--- src/design/decode_defs.svh ---
/*
 * Decode stage constants
 * Instruction and register geometry, thread count and the
 * special register numbers shared by the decoder and its packages
 */

`ifndef DECODE_DEFS_SVH
`define DECODE_DEFS_SVH

// Width of a fetched instruction word
`define INSTR_WIDTH 32

// Hardware threads sharing the pipeline
`define NUM_THREADS 4

// Width of a scalar register select
`define REG_IDX_WIDTH 5

// Register number that reads as the program counter
`define REG_PC 31

// Register number written with the return address by a call
`define REG_RA 30

// All-zero instruction word decodes as a NOP
`define INSTRUCTION_NOP 32'h0000_0000

`endif

--- src/design/isa_pkg.sv ---
/*
 * Instruction set types
 * ALU operations, branch kinds, memory access kinds, trap causes
 * and the operand and pipeline selectors produced by decode
 */

package isa_pkg;

    // Bit 5 set marks a floating-point operation
    typedef enum logic [5:0] {
        OP_OR       = 6'b000000,
        OP_AND      = 6'b000001,
        OP_XOR      = 6'b000011,
        OP_ADD_I    = 6'b000101,
        OP_SUB_I    = 6'b000110,
        OP_MULL_I   = 6'b000111,
        OP_MULH_U   = 6'b001000,
        OP_ASHR     = 6'b001001,
        OP_SHR      = 6'b001010,
        OP_SHL      = 6'b001011,
        OP_CLZ      = 6'b001100,
        OP_CTZ      = 6'b001110,
        OP_MOVE     = 6'b001111,
        OP_CMPEQ_I  = 6'b010000,
        OP_CMPNE_I  = 6'b010001,
        OP_CMPGT_I  = 6'b010010,
        OP_CMPLT_I  = 6'b010100,
        OP_SYSCALL  = 6'b011001,
        OP_FTOI     = 6'b011011,
        OP_SEXT8    = 6'b011101,
        OP_SEXT16   = 6'b011110,
        OP_MULH_I   = 6'b011111,
        OP_ADD_F    = 6'b100000,
        OP_SUB_F    = 6'b100001,
        OP_MUL_F    = 6'b100010,
        OP_ITOF     = 6'b101010
    } alu_op_t;

    // Kinds 4 and 6 are calls
    typedef enum logic [2:0] {
        BRANCH_REGISTER      = 3'd0,
        BRANCH_ZERO          = 3'd1,
        BRANCH_NOT_ZERO      = 3'd2,
        BRANCH_ALWAYS        = 3'd3,
        BRANCH_CALL_OFFSET   = 3'd4,
        BRANCH_RETURN        = 3'd5,
        BRANCH_CALL_REGISTER = 3'd6,
        BRANCH_LINK_REGISTER = 3'd7
    } branch_type_t;

    typedef enum logic [3:0] {
        MEM_B    = 4'd0,
        MEM_BX   = 4'd1,
        MEM_S    = 4'd2,
        MEM_SX   = 4'd3,
        MEM_L    = 4'd4,
        MEM_SYNC = 4'd5
    } memory_op_t;

    typedef enum logic [3:0] {
        TT_RESET               = 4'd0,
        TT_ILLEGAL_INSTRUCTION = 4'd1,
        TT_INTERRUPT           = 4'd3,
        TT_SYSCALL             = 4'd4,
        TT_UNALIGNED_ACCESS    = 4'd5,
        TT_TLB_MISS            = 4'd7
    } trap_cause_t;

    typedef enum logic [1:0] {
        OP2_SRC_SCALAR2,
        OP2_SRC_IMMEDIATE,
        OP2_SRC_PC
    } op2_src_t;

    typedef enum logic {
        OP1_SRC_SCALAR1,
        OP1_SRC_PC
    } op1_src_t;

    typedef enum logic [1:0] {
        PIPE_SCYCLE_ARITH,
        PIPE_MCYCLE_ARITH,
        PIPE_MEM
    } pipe_sel_t;

endpackage

--- src/design/pipeline_pkg.sv ---
/*
 * Pipeline record types
 * Thread bookkeeping, fetch fault flags, raw field decode results
 * and the registered decoded instruction record
 */

`include "decode_defs.svh"

package pipeline_pkg;
    import isa_pkg::*;

    typedef logic [`INSTR_WIDTH-1:0] scalar_t;
    typedef logic [$clog2(`NUM_THREADS)-1:0] thread_idx_t;
    typedef logic [`NUM_THREADS-1:0] thread_bitmap_t;

    typedef struct packed {
        logic tlb_miss;
        logic alignment_fault;
    } fetch_fault_t;

    // Threads with the first half of a two-part access already issued
    typedef struct packed {
        thread_bitmap_t sync_load_pending;
        thread_bitmap_t sync_store_pending;
        thread_bitmap_t io_pending;
    } thread_hold_t;

    // Raw decode output, operand flags not yet gated by trap or NOP
    typedef struct packed {
        logic illegal;
        logic has_scalar1;
        logic has_scalar2;
        logic has_dest;
        logic [`REG_IDX_WIDTH-1:0] scalar_sel1;
        logic [`REG_IDX_WIDTH-1:0] scalar_sel2;
        logic [`REG_IDX_WIDTH-1:0] dest_reg;
        scalar_t immediate_value;
        alu_op_t alu_op;
        op1_src_t op1_src;
        op2_src_t op2_src;
        logic is_branch;
        branch_type_t branch_type;
        logic is_memory_access;
        memory_op_t memory_access_type;
        logic is_load;
        pipe_sel_t pipeline_sel;
    } field_decode_t;

    typedef struct packed {
        logic has_scalar1;
        logic [`REG_IDX_WIDTH-1:0] scalar_sel1;
        logic has_scalar2;
        logic [`REG_IDX_WIDTH-1:0] scalar_sel2;
        logic has_dest;
        logic [`REG_IDX_WIDTH-1:0] dest_reg;
        alu_op_t alu_op;
        op1_src_t op1_src;
        op2_src_t op2_src;
        scalar_t immediate_value;
        logic has_trap;
        trap_cause_t trap_cause;
        logic is_branch;
        branch_type_t branch_type;
        logic is_memory_access;
        memory_op_t memory_access_type;
        logic is_load;
        pipe_sel_t pipeline_sel;
        scalar_t pc;
    } decoded_instruction_t;

endpackage

--- src/design/decode_stage.sv ---
/*
 * Instruction decode stage
 * Merges field decode and trap detection, gates operand flags on a
 * trap or NOP and registers the decoded record one cycle later
 */

`timescale 1ns/1ps

`include "decode_defs.svh"

module decode_stage
    import isa_pkg::*;
    import pipeline_pkg::*;
(
    input logic clk,
    input logic reset,
    input logic fetch_valid,
    input scalar_t fetch_instruction,
    input scalar_t fetch_pc,
    input thread_idx_t fetch_thread_idx,
    input fetch_fault_t fetch_faults,
    input thread_hold_t thread_hold,
    input thread_bitmap_t interrupt_en,
    input thread_bitmap_t interrupt_pending,
    input logic rollback_en,
    input thread_idx_t rollback_thread_idx,
    output decoded_instruction_t id_instruction,
    output logic id_instruction_valid,
    output thread_idx_t id_thread_idx
);

    field_decode_t fields;
    logic has_trap;
    trap_cause_t trap_cause;
    logic is_nop;
    logic suppress;
    decoded_instruction_t instr_nxt;

    field_decoder field_decoder_i (
        .instruction(fetch_instruction),
        .fields(fields)
    );

    trap_detector trap_detector_i (
        .instruction(fetch_instruction),
        .illegal(fields.illegal),
        .faults(fetch_faults),
        .thread_idx(fetch_thread_idx),
        .hold(thread_hold),
        .interrupt_en(interrupt_en),
        .interrupt_pending(interrupt_pending),
        .has_trap(has_trap),
        .trap_cause(trap_cause)
    );

    assign is_nop = fetch_instruction == `INSTRUCTION_NOP;
    assign suppress = has_trap || is_nop;

    // Trapped and NOP instructions touch no registers and no memory
    always_comb
    begin
        instr_nxt.has_scalar1 = fields.has_scalar1 && !suppress;
        instr_nxt.scalar_sel1 = fields.scalar_sel1;
        instr_nxt.has_scalar2 = fields.has_scalar2 && !suppress;
        instr_nxt.scalar_sel2 = fields.scalar_sel2;
        instr_nxt.has_dest = fields.has_dest && !suppress;
        instr_nxt.dest_reg = fields.dest_reg;
        instr_nxt.alu_op = fields.alu_op;
        instr_nxt.op1_src = fields.op1_src;
        instr_nxt.op2_src = fields.op2_src;
        instr_nxt.immediate_value = fields.immediate_value;
        instr_nxt.has_trap = has_trap;
        instr_nxt.trap_cause = trap_cause;
        instr_nxt.is_branch = fields.is_branch && !suppress;
        instr_nxt.branch_type = fields.branch_type;
        instr_nxt.is_memory_access = fields.is_memory_access && !suppress;
        instr_nxt.memory_access_type = fields.memory_access_type;
        instr_nxt.is_load = fields.is_load;
        instr_nxt.pipeline_sel = has_trap ? PIPE_SCYCLE_ARITH : fields.pipeline_sel;
        instr_nxt.pc = fetch_pc;
    end

    always_ff @(posedge clk)
    begin
        id_instruction <= instr_nxt;
        id_thread_idx <= fetch_thread_idx;
    end

    // Fetch faults ride along as valid instructions so the trap is taken
    always_ff @(posedge clk, posedge reset)
    begin
        if (reset)
            id_instruction_valid <= 1'b0;
        else
            id_instruction_valid <= (fetch_valid || fetch_faults.tlb_miss
                || fetch_faults.alignment_fault)
                && !(rollback_en && rollback_thread_idx == fetch_thread_idx);
    end

endmodule

--- src/design/field_decoder.sv ---
/*
 * Instruction field decoder
 * Detects the R, I, M and B formats and extracts register selects,
 * the sign-extended immediate, ALU operation and pipeline choice
 */

`timescale 1ns/1ps

`include "decode_defs.svh"

module field_decoder
    import isa_pkg::*;
    import pipeline_pkg::*;
(
    input scalar_t instruction,
    output field_decode_t fields
);

    logic is_fmt_r;
    logic is_fmt_i;
    logic is_fmt_m;
    logic is_fmt_b;
    logic is_call;
    branch_type_t branch_type;
    memory_op_t mem_op;
    alu_op_t alu_op;
    logic illegal;
    logic has_scalar1;
    logic has_scalar2;
    logic has_dest;
    logic [`REG_IDX_WIDTH-1:0] scalar_sel2;
    scalar_t immediate;
    op2_src_t op2_base;

    assign is_fmt_r = instruction[31:29] == 3'b110 && instruction[28:26] == 3'b000;
    assign is_fmt_i = !instruction[31] && instruction[30:28] == 3'b000;
    assign is_fmt_m = instruction[31:30] == 2'b10;
    assign is_fmt_b = instruction[31:28] == 4'b1111;

    assign branch_type = branch_type_t'(instruction[27:25]);
    assign mem_op = memory_op_t'(instruction[28:25]);
    assign is_call = is_fmt_b
        && (branch_type == BRANCH_CALL_OFFSET || branch_type == BRANCH_CALL_REGISTER);

    // Operand presence, second select and immediate per format
    always_comb
    begin
        illegal = 1'b0;
        has_scalar1 = 1'b0;
        has_scalar2 = 1'b0;
        has_dest = 1'b0;
        scalar_sel2 = instruction[19:15];
        immediate = '0;
        op2_base = OP2_SRC_SCALAR2;

        if (is_fmt_r)
        begin
            has_scalar1 = 1'b1;
            has_scalar2 = 1'b1;
            has_dest = 1'b1;
        end
        else if (is_fmt_i)
        begin
            has_scalar1 = 1'b1;
            has_dest = 1'b1;
            immediate = scalar_t'($signed(instruction[22:10]));
            op2_base = OP2_SRC_IMMEDIATE;
        end
        else if (is_fmt_m)
        begin
            immediate = scalar_t'($signed(instruction[24:10]));
            op2_base = OP2_SRC_IMMEDIATE;
            if (mem_op > MEM_SYNC)
                illegal = 1'b1;
            else
            begin
                has_scalar1 = 1'b1;
                if (instruction[29])
                    has_dest = 1'b1;
                else
                begin
                    // Store value comes from the dest field position
                    has_scalar2 = 1'b1;
                    scalar_sel2 = instruction[9:5];
                end
            end
        end
        else if (is_fmt_b)
        begin
            immediate = scalar_t'($signed(instruction[24:5]));
            op2_base = OP2_SRC_IMMEDIATE;
            has_scalar1 = branch_type != BRANCH_ALWAYS && branch_type != BRANCH_CALL_OFFSET;
            if (is_call || branch_type == BRANCH_LINK_REGISTER)
            begin
                // Link value is the PC, routed through the second operand
                has_scalar2 = 1'b1;
                has_dest = 1'b1;
                scalar_sel2 = `REG_PC;
                op2_base = OP2_SRC_SCALAR2;
            end
        end
        else
            illegal = 1'b1;
    end

    // A call becomes move ra, pc
    always_comb
    begin
        if (is_fmt_i)
            alu_op = alu_op_t'({1'b0, instruction[27:23]});
        else if (is_call)
            alu_op = OP_MOVE;
        else
            alu_op = alu_op_t'(instruction[25:20]);
    end

    assign fields.illegal = illegal;
    assign fields.has_scalar1 = has_scalar1;
    assign fields.has_scalar2 = has_scalar2;
    assign fields.has_dest = has_dest;
    assign fields.scalar_sel1 = instruction[4:0];
    assign fields.scalar_sel2 = scalar_sel2;
    assign fields.dest_reg = is_call ? `REG_IDX_WIDTH'(`REG_RA) : instruction[9:5];
    assign fields.immediate_value = immediate;
    assign fields.alu_op = alu_op;

    // PC register as an operand reads the fetch PC
    assign fields.op1_src = instruction[4:0] == `REG_PC ? OP1_SRC_PC : OP1_SRC_SCALAR1;
    assign fields.op2_src = (op2_base == OP2_SRC_SCALAR2 && scalar_sel2 == `REG_PC)
        ? OP2_SRC_PC : op2_base;

    assign fields.is_branch = is_fmt_b;
    assign fields.branch_type = branch_type;
    assign fields.is_memory_access = is_fmt_m;
    assign fields.memory_access_type = mem_op;
    assign fields.is_load = is_fmt_m && instruction[29];

    always_comb
    begin
        if ((is_fmt_r || is_fmt_i) && (alu_op[5] || alu_op == OP_MULL_I
            || alu_op == OP_MULH_U || alu_op == OP_MULH_I || alu_op == OP_FTOI))
            fields.pipeline_sel = PIPE_MCYCLE_ARITH;
        else if (is_fmt_m)
            fields.pipeline_sel = PIPE_MEM;
        else
            fields.pipeline_sel = PIPE_SCYCLE_ARITH;
    end

endmodule

--- src/design/trap_detector.sv ---
/*
 * Trap detector
 * Masks interrupts for threads in the middle of a two-part access
 * and reduces all trap sources to one cause by fixed priority
 */

`timescale 1ns/1ps

module trap_detector
    import isa_pkg::*;
    import pipeline_pkg::*;
(
    input scalar_t instruction,
    input logic illegal,
    input fetch_fault_t faults,
    input thread_idx_t thread_idx,
    input thread_hold_t hold,
    input thread_bitmap_t interrupt_en,
    input thread_bitmap_t interrupt_pending,
    output logic has_trap,
    output trap_cause_t trap_cause
);

    thread_bitmap_t masked_interrupts;
    logic raise_interrupt;
    logic is_syscall;

    // The first half of a synchronized or I/O access has changed state,
    // so an interrupt must wait until the second half has issued
    assign masked_interrupts = interrupt_pending & interrupt_en
        & ~hold.sync_load_pending & ~hold.sync_store_pending & ~hold.io_pending;
    assign raise_interrupt = masked_interrupts[thread_idx];

    assign is_syscall = instruction[31:26] == 6'b110000
        && instruction[25:20] == OP_SYSCALL;

    assign has_trap = raise_interrupt || faults.tlb_miss || faults.alignment_fault
        || illegal || is_syscall;

    // TLB miss ahead of alignment, the translation is not valid on a miss
    always_comb
    begin
        if (raise_interrupt)
            trap_cause = TT_INTERRUPT;
        else if (faults.tlb_miss)
            trap_cause = TT_TLB_MISS;
        else if (faults.alignment_fault)
            trap_cause = TT_UNALIGNED_ACCESS;
        else if (illegal)
            trap_cause = TT_ILLEGAL_INSTRUCTION;
        else if (is_syscall)
            trap_cause = TT_SYSCALL;
        else
            trap_cause = TT_RESET;
    end

endmodule

--- config.mk ---
export PLATFORM = sky130hd
export DESIGN_NAME = decode_stage
export DESIGN_NICKNAME = d
export VERILOG_FILES = /design/src/design/isa_pkg.sv /design/src/design/pipeline_pkg.sv /design/src/design/decode_stage.sv /design/src/design/field_decoder.sv /design/src/design/trap_detector.sv
export VERILOG_INCLUDE_DIRS = /design/src /design/src/design
export SDC_FILE = /design/constraint.sdc
export NUM_CORES = 1
export LEC_CHECK = 0
export BUFFER_PORTS_ARGS = -buffer_cell sky130_fd_sc_hd__buf_2
export CAP_MARGIN = 30
export CELL_PAD_IN_SITES_DETAIL_PLACEMENT = 1
export CELL_PAD_IN_SITES_GLOBAL_PLACEMENT = 1
export CORE_AREA = 2 2 102 104
export DETAILED_ROUTE_END_ITERATION = 6
export DIE_AREA = 0 0 104 106
export GPL_ROUTABILITY_DRIVEN = 0
export PLACE_DENSITY_LB_ADDON = 0.08
export SETUP_SLACK_MARGIN = 0.2
export SLEW_MARGIN = 20
export SYNTH_ARGS = -nofsm -noshare
export SYNTH_HDL_FRONTEND = slang
export SYNTH_SLANG_ARGS = --single-unit
--- constraint.sdc ---
create_clock -name clk -period 1.4 [get_ports clk]
set_input_delay 0.07 -clock clk [delete_from_list [all_inputs] [get_ports clk]]
set_output_delay 0.07 -clock clk [all_outputs]
set_load 0.01 [all_outputs]
-- After elaboration in Yosys (flattened, before gate mapping)
Index checks and enable logic that the tools add are counted.
- flip-flop bits (word level): 111
- input port bits: 94
- output and inout port bits: 111
- logic and storage cells: 137
- magnitude comparators: 2
- equal/unequal tests: 17
- mux-type cells: 48
- bitwise operators: 7
- reductions and logical operators: 39
- operators by type and width (kind ; number):
    2-to-1 mux 32 bit ; 3
    2-to-1 mux 5 bit ; 7
    zero test 32 bit ; 1
    2-to-1 mux 1 bit ; 26
    equality test 6 x 5 -> 1 bit, second input constant ; 3
    AND 4 bit ; 4
    logical AND 1 bit ; 15
    logical OR 1 bit ; 14
    equality test 3 bit, second input constant ; 4
    2-to-1 mux 3 bit ; 4
    2-to-1 mux 6 bit ; 2
    inverter 4 bit ; 3
    equality test 5 bit, second input constant ; 2
    2-to-1 mux 2 bit ; 5
    equality test 6 x 3 -> 1 bit, second input constant ; 1
    equality test 6 x 4 -> 1 bit, second input constant ; 1
    equality test 6 bit, second input constant ; 1
    zero test 3 bit ; 2
    equality test 4 bit, second input constant ; 1
    > comparator 4 x 3 -> 1 bit, second input constant ; 1
    OR reduction 2 bit ; 2
    OR reduction 4 bit ; 1
    zero test 1 bit ; 3
    < comparator 2 x 3 -> 1 bit, second input constant ; 1
    other kinds (6) ; 6

-- Logic depth before layout (Yosys ltp)
- word-level depth: 13
- mapped depth: 8
- gate-level depth less buffers: 6

-- By module
Synthesis repeated with hierarchy kept, for this count alone.
- cells, all modules: 336
- area total of the unflattened synthesis: 3651.0 µm²
- by module, submodules not included (module ; times used ; cells each ; area each (µm²) ; sequential area each (µm²)):
    decode_stage ; 1 ; 138 ; 2412.3 ; 2227.1
    field_decoder ; 1 ; 175 ; 1044.8 ; 0.0
    trap_detector ; 1 ; 23 ; 193.9 ; 0.0

-- Least setup slack after synthesis
No wires, ideal clock.
- path kind: input to register
- start point: input port fetch_instruction[30]
- end point: register id_instruction[107] (netlist bit)
- setup time: 0.135 ns
- arrival time: 1.526 ns
- required time: 1.265 ns
- path slack: -0.262 ns
- stages: 7
- path buffers: 2
- path through: buf_2 > or4_1 > buf_2 > or3_4 > nor3_1 > or2_4 > a211oi_1
- RTL lines (element ; line ; source):
    from (decl) ; decode_stage.sv:18 ; input scalar_t fetch_instruction,
    to (signal assigned) ; decode_stage.sv:85 ; id_instruction <= instr_nxt;
    to (decl) ; decode_stage.sv:27 ; output decoded_instruction_t id_instruction,

-- Worst setup path in the final report
- start point: input port fetch_instruction[29]
- end point: register id_instruction[32] (netlist bit)
- longest elaborated chain between the ends: 11
- elaborated cells on any way between the ends: 27
- classes of those cells: 7 x eq/ne; 7 x mux; 13 x reduce/logical
- RTL lines (element ; line ; source):
    equality test 4 bit ; field_decoder.sv:38 ; assign is_fmt_b = instruction[31:28] == 4'b1111;
    logical AND 1 bit ; field_decoder.sv:43 ; && (branch_type == BRANCH_CALL_OFFSET || branch_type == BRANCH_CALL_REGISTER);
    2-to-1 mux 6 bit ; field_decoder.sv:111 ; else if (is_call)
    2-to-1 mux 6 bit ; field_decoder.sv:109 ; if (is_fmt_i)
    equality test 6 x 3 -> 1 bit ; field_decoder.sv:140 ; if ((is_fmt_r || is_fmt_i) && (alu_op[5] || alu_op == OP_MULL_I
    logical OR 1 bit ; field_decoder.sv:140 ;
    logical OR 1 bit (3 in a row) ; field_decoder.sv:141 ; || alu_op == OP_MULH_U || alu_op == OP_MULH_I || alu_op == OP_FTOI))
    logical AND 1 bit ; field_decoder.sv:140 ;
    2-to-1 mux 1 bit ; field_decoder.sv:140 ;
Parallel ways exist; a longest one is shown, timed or not.
A chain may end at the register's enable or synchronous reset.

==> flow_summary.ini <==
[synth]
post_synth_mux_area_share_pct = 1.67
yosysTopAreaCell = dfxtp_1
synth_commonest_cells = dfxtp_1, nand2_1, nor2_1
synth-xor-area-share_pct = 0.583
synth-main-ff-cell = dfxtp_1
synth_top_cell_area_share_pct = 62.6
synthMostInstantiatedCell = dfxtp_1
synth_top_family_by_area = simple AND/OR/NAND/NOR gates
seq_area_frac_synth_pct = 63.5
synth_compound_area_share_pct = 11.0
yosysWarnings = 0
ys_ff_latch = 95
yosys.cell_types.count = 50
synth_cells = 269
synth.cell_area_mm2 = 0.00300
synthTopCellsByArea = dfxtp_1, buf_4, a22o_1
synth_edf_count = 0
syn_nets = 363
avgSynthCellArea_um2 = 11.2
synth-simple-area-share_pct = 16.5
synth_async_sr_flop_share_pct = 1.05
synthAdderAreaFrac_pct = 0

[placement]
dp_hpwl_um = 7890
io_buffers = 203
place_inst = 627
post-place-ws_ps = -339

[cells_and_area]
n_antenna_cell = 0
finalNonFillerCells = 708
drive_above_1_share_pct = 50.9
area_growth_syn_to_layout_pct = 77.3
multi_input_area_um2 = 971
fin_nets = 661
seq_area_mm2 = 0.00191
fillers = 1217

[floorplan]
die_w_um = 104
num_io_pins = 205
core_mm2 = 0.0100
row_count = 37
die-area_mm2 = 0.0110
start_util_pct = 30.0
fp.dieH_um = 106

[status]
status = completed

[critical_path]
path_class = in -> reg
crit_cells = 8
crit_slowest_cell = or4_4
crit_family = simple AND/OR/NAND/NOR gates
arrival_ps = 1550
cp-end-kind = register
start_kind = input port
crit_chain = buf_8 -> or4_4 -> buf_6 -> a21oi_4 -> a21oi_2 -> nor4bb_2 -> a31oi_1 -> a211oi_2
max_stage_delay_ps = 570
crit_buf_inv = 2
crit_fanout = 7
crit_required_ps = 1650

[clocking]
h-tree-depth = 3
cts-buffers-inserted = 9
cts_tree = done
cts_buffer_depth = 2
clock-sinks = 95
path_clk_slew_ps = 110
clockRootBuffer = clkbuf_8

[worst_hold_path]
worstHoldPathCells = 2
hold_class = in -> reg
hold_start = fetch_instruction[8]
holdPathEnd = id_instruction[52]$_SDFF_PP0_

[global_route]
antenna_found_initial = 0
grt_max_degree = 20
grtUsageTotal_pct = 21.2
grt_first_pass_wirelength_um = 18100
grt_pass1_vias = 3343
grt_overflow = 0

[sta]
holdWs_ps = 15.2
max_freq_mhz = 765
hold_violations = 0
finalMaxSlewViolations = 0
finalCritPeriodShare_pct = 93.4
grt_setup_unrepaired = yes
setup_viol = 0
layout_setup_ws_ps = 92.5
final.min_clock_period_ps = 1310
fin_tns_setup_ps = 0

[power_and_ir_drop]
power_per_cell_area_mw_per_mm2 = 1110
p_leak_nw = 2.64
peakVddDrop_mv = 0.528

[routing]
first_pass_iters = 4
num_vias = 3145
vias_per_cell = 4.44
drt-initial-drc-count = 98
ant_nets = 0
routed_wl_um = 11800
wire_per_inst_um = 16.7
drc = 0

[job]
cap_viol_max_count = 0
[final cells by class]
type	instances	share of cell area (%)
timing repair buffer	313	38.2
sequential	95	35.8
multi-input combinational	143	18.2
tap	136	3.19
clock buffer	9	2.33
clock inverter	7	1.95
inverter	5	0.352
[power breakdown]
part           internal (W)  leakage [nW]  switching, W
clock               0.00103         0.114       0.00104
sequential          0.00285         0.796     0.0000433
combinational      0.000494          1.73      0.000434
[sequential cells by signal (all words and copies together) (netlist names)]
name                  flops
id_instruction           92
id_instruction_valid      1
id_thread_idx             2
[routing by layer]
layer | vias to the layer above | GRT usage, % | routed length, um | share of wire [%]
li1 | 1517 | - | - | -
met1 | 1492 | 23.7 | 4620 | 39
met2 | 125 | 40.4 | 6390 | 54
met3 | 11 | 4.90 | 675 | 5.7
met4 | 0 | 5.69 | 136 | 1.2
met5 | - | 0 | 0 | 0
[cells in the final DEF, fill, tap and decap left out, types with 3 or more instances in the layout]
| master | netlist | routed |
|---|---|---|
| buf_2 | 3 | 200 |
| nor2_1 | 20 | 18 |
| nor3_1 | 5 | 4 |
| dlygate4sd3_1 | 0 | 61 |
| nand2b_1 | 5 | 5 |
| and2_1 | 3 | 3 |
| buf_4 | 17 | 48 |
| o21ai_0 | 5 | 5 |
| a31oi_1 | 6 | 6 |
| nand2_1 | 25 | 24 |
| inv_1 | 5 | 5 |
| dfxtp_1 | 94 | 94 |
| nand3_1 | 5 | 4 |
| clkbuf_8 | 0 | 9 |
| a21oi_1 | 5 | 3 |
| a22o_1 | 12 | 12 |
| nor4_1 | 5 | 5 |
| mux2i_1 | 5 | 5 |
| nand4_1 | 4 | 4 |
[timing repair]
action / 4_1_cts / 5_1_grt
setup endpoints to repair: 6 / 8
hold endpoints to repair: 65 / 0
pin swaps: 5 / 6
gates resized for setup: 7 / 13
setup buffers: 2 / 2
hold buffers: 61 / 0
[cells by family (layout without fill, tap and decap cells)]
group	after synthesis	after routing
flip-flops	95	95
AND/OR/NAND/NOR	92	92
AO/OA/AOI/OAI	43	43
buffers and inverters	31	334
multiplexers	5	5
XOR/XNOR	2	2
other	1	1
[metrics by stage]
| step | total power [W] | utilization [%] | cell area [um^2] |
|---|---|---|---|
| after floorplan | 0.00327 | - | 3060 |
| final | 0.00589 | 53.3 | 5330 |
| after CTS | 0.00590 | 52.6 | 5260 |
| after global routing | 0.00614 | 53.3 | 5330 |
| after global placement | 0.00369 | 43.8 | 4380 |
| after detailed placement | 0.00370 | 43.8 | 4380 |
[worst max path at each step]
stage | start | to | slack (ps)
2_1_floorplan | fetch_instruction[31] | id_instruction[32]$_SDFF_PP0_ | -170
3_3_place_gp | fetch_instruction[29] | id_instruction[32]$_SDFF_PP0_ | -240
3_5_place_dp | fetch_instruction[29] | id_instruction[32]$_SDFF_PP0_ | -340
4_1_cts | fetch_instruction[31] | id_instruction[32]$_SDFF_PP0_ | 120
5_1_grt | fetch_instruction[29] | id_instruction[32]$_SDFF_PP0_ | 50
6_report | fetch_instruction[29] | id_instruction[32]$_SDFF_PP0_ | 90
No activity file was read; power rests on OpenSTA's default activity.
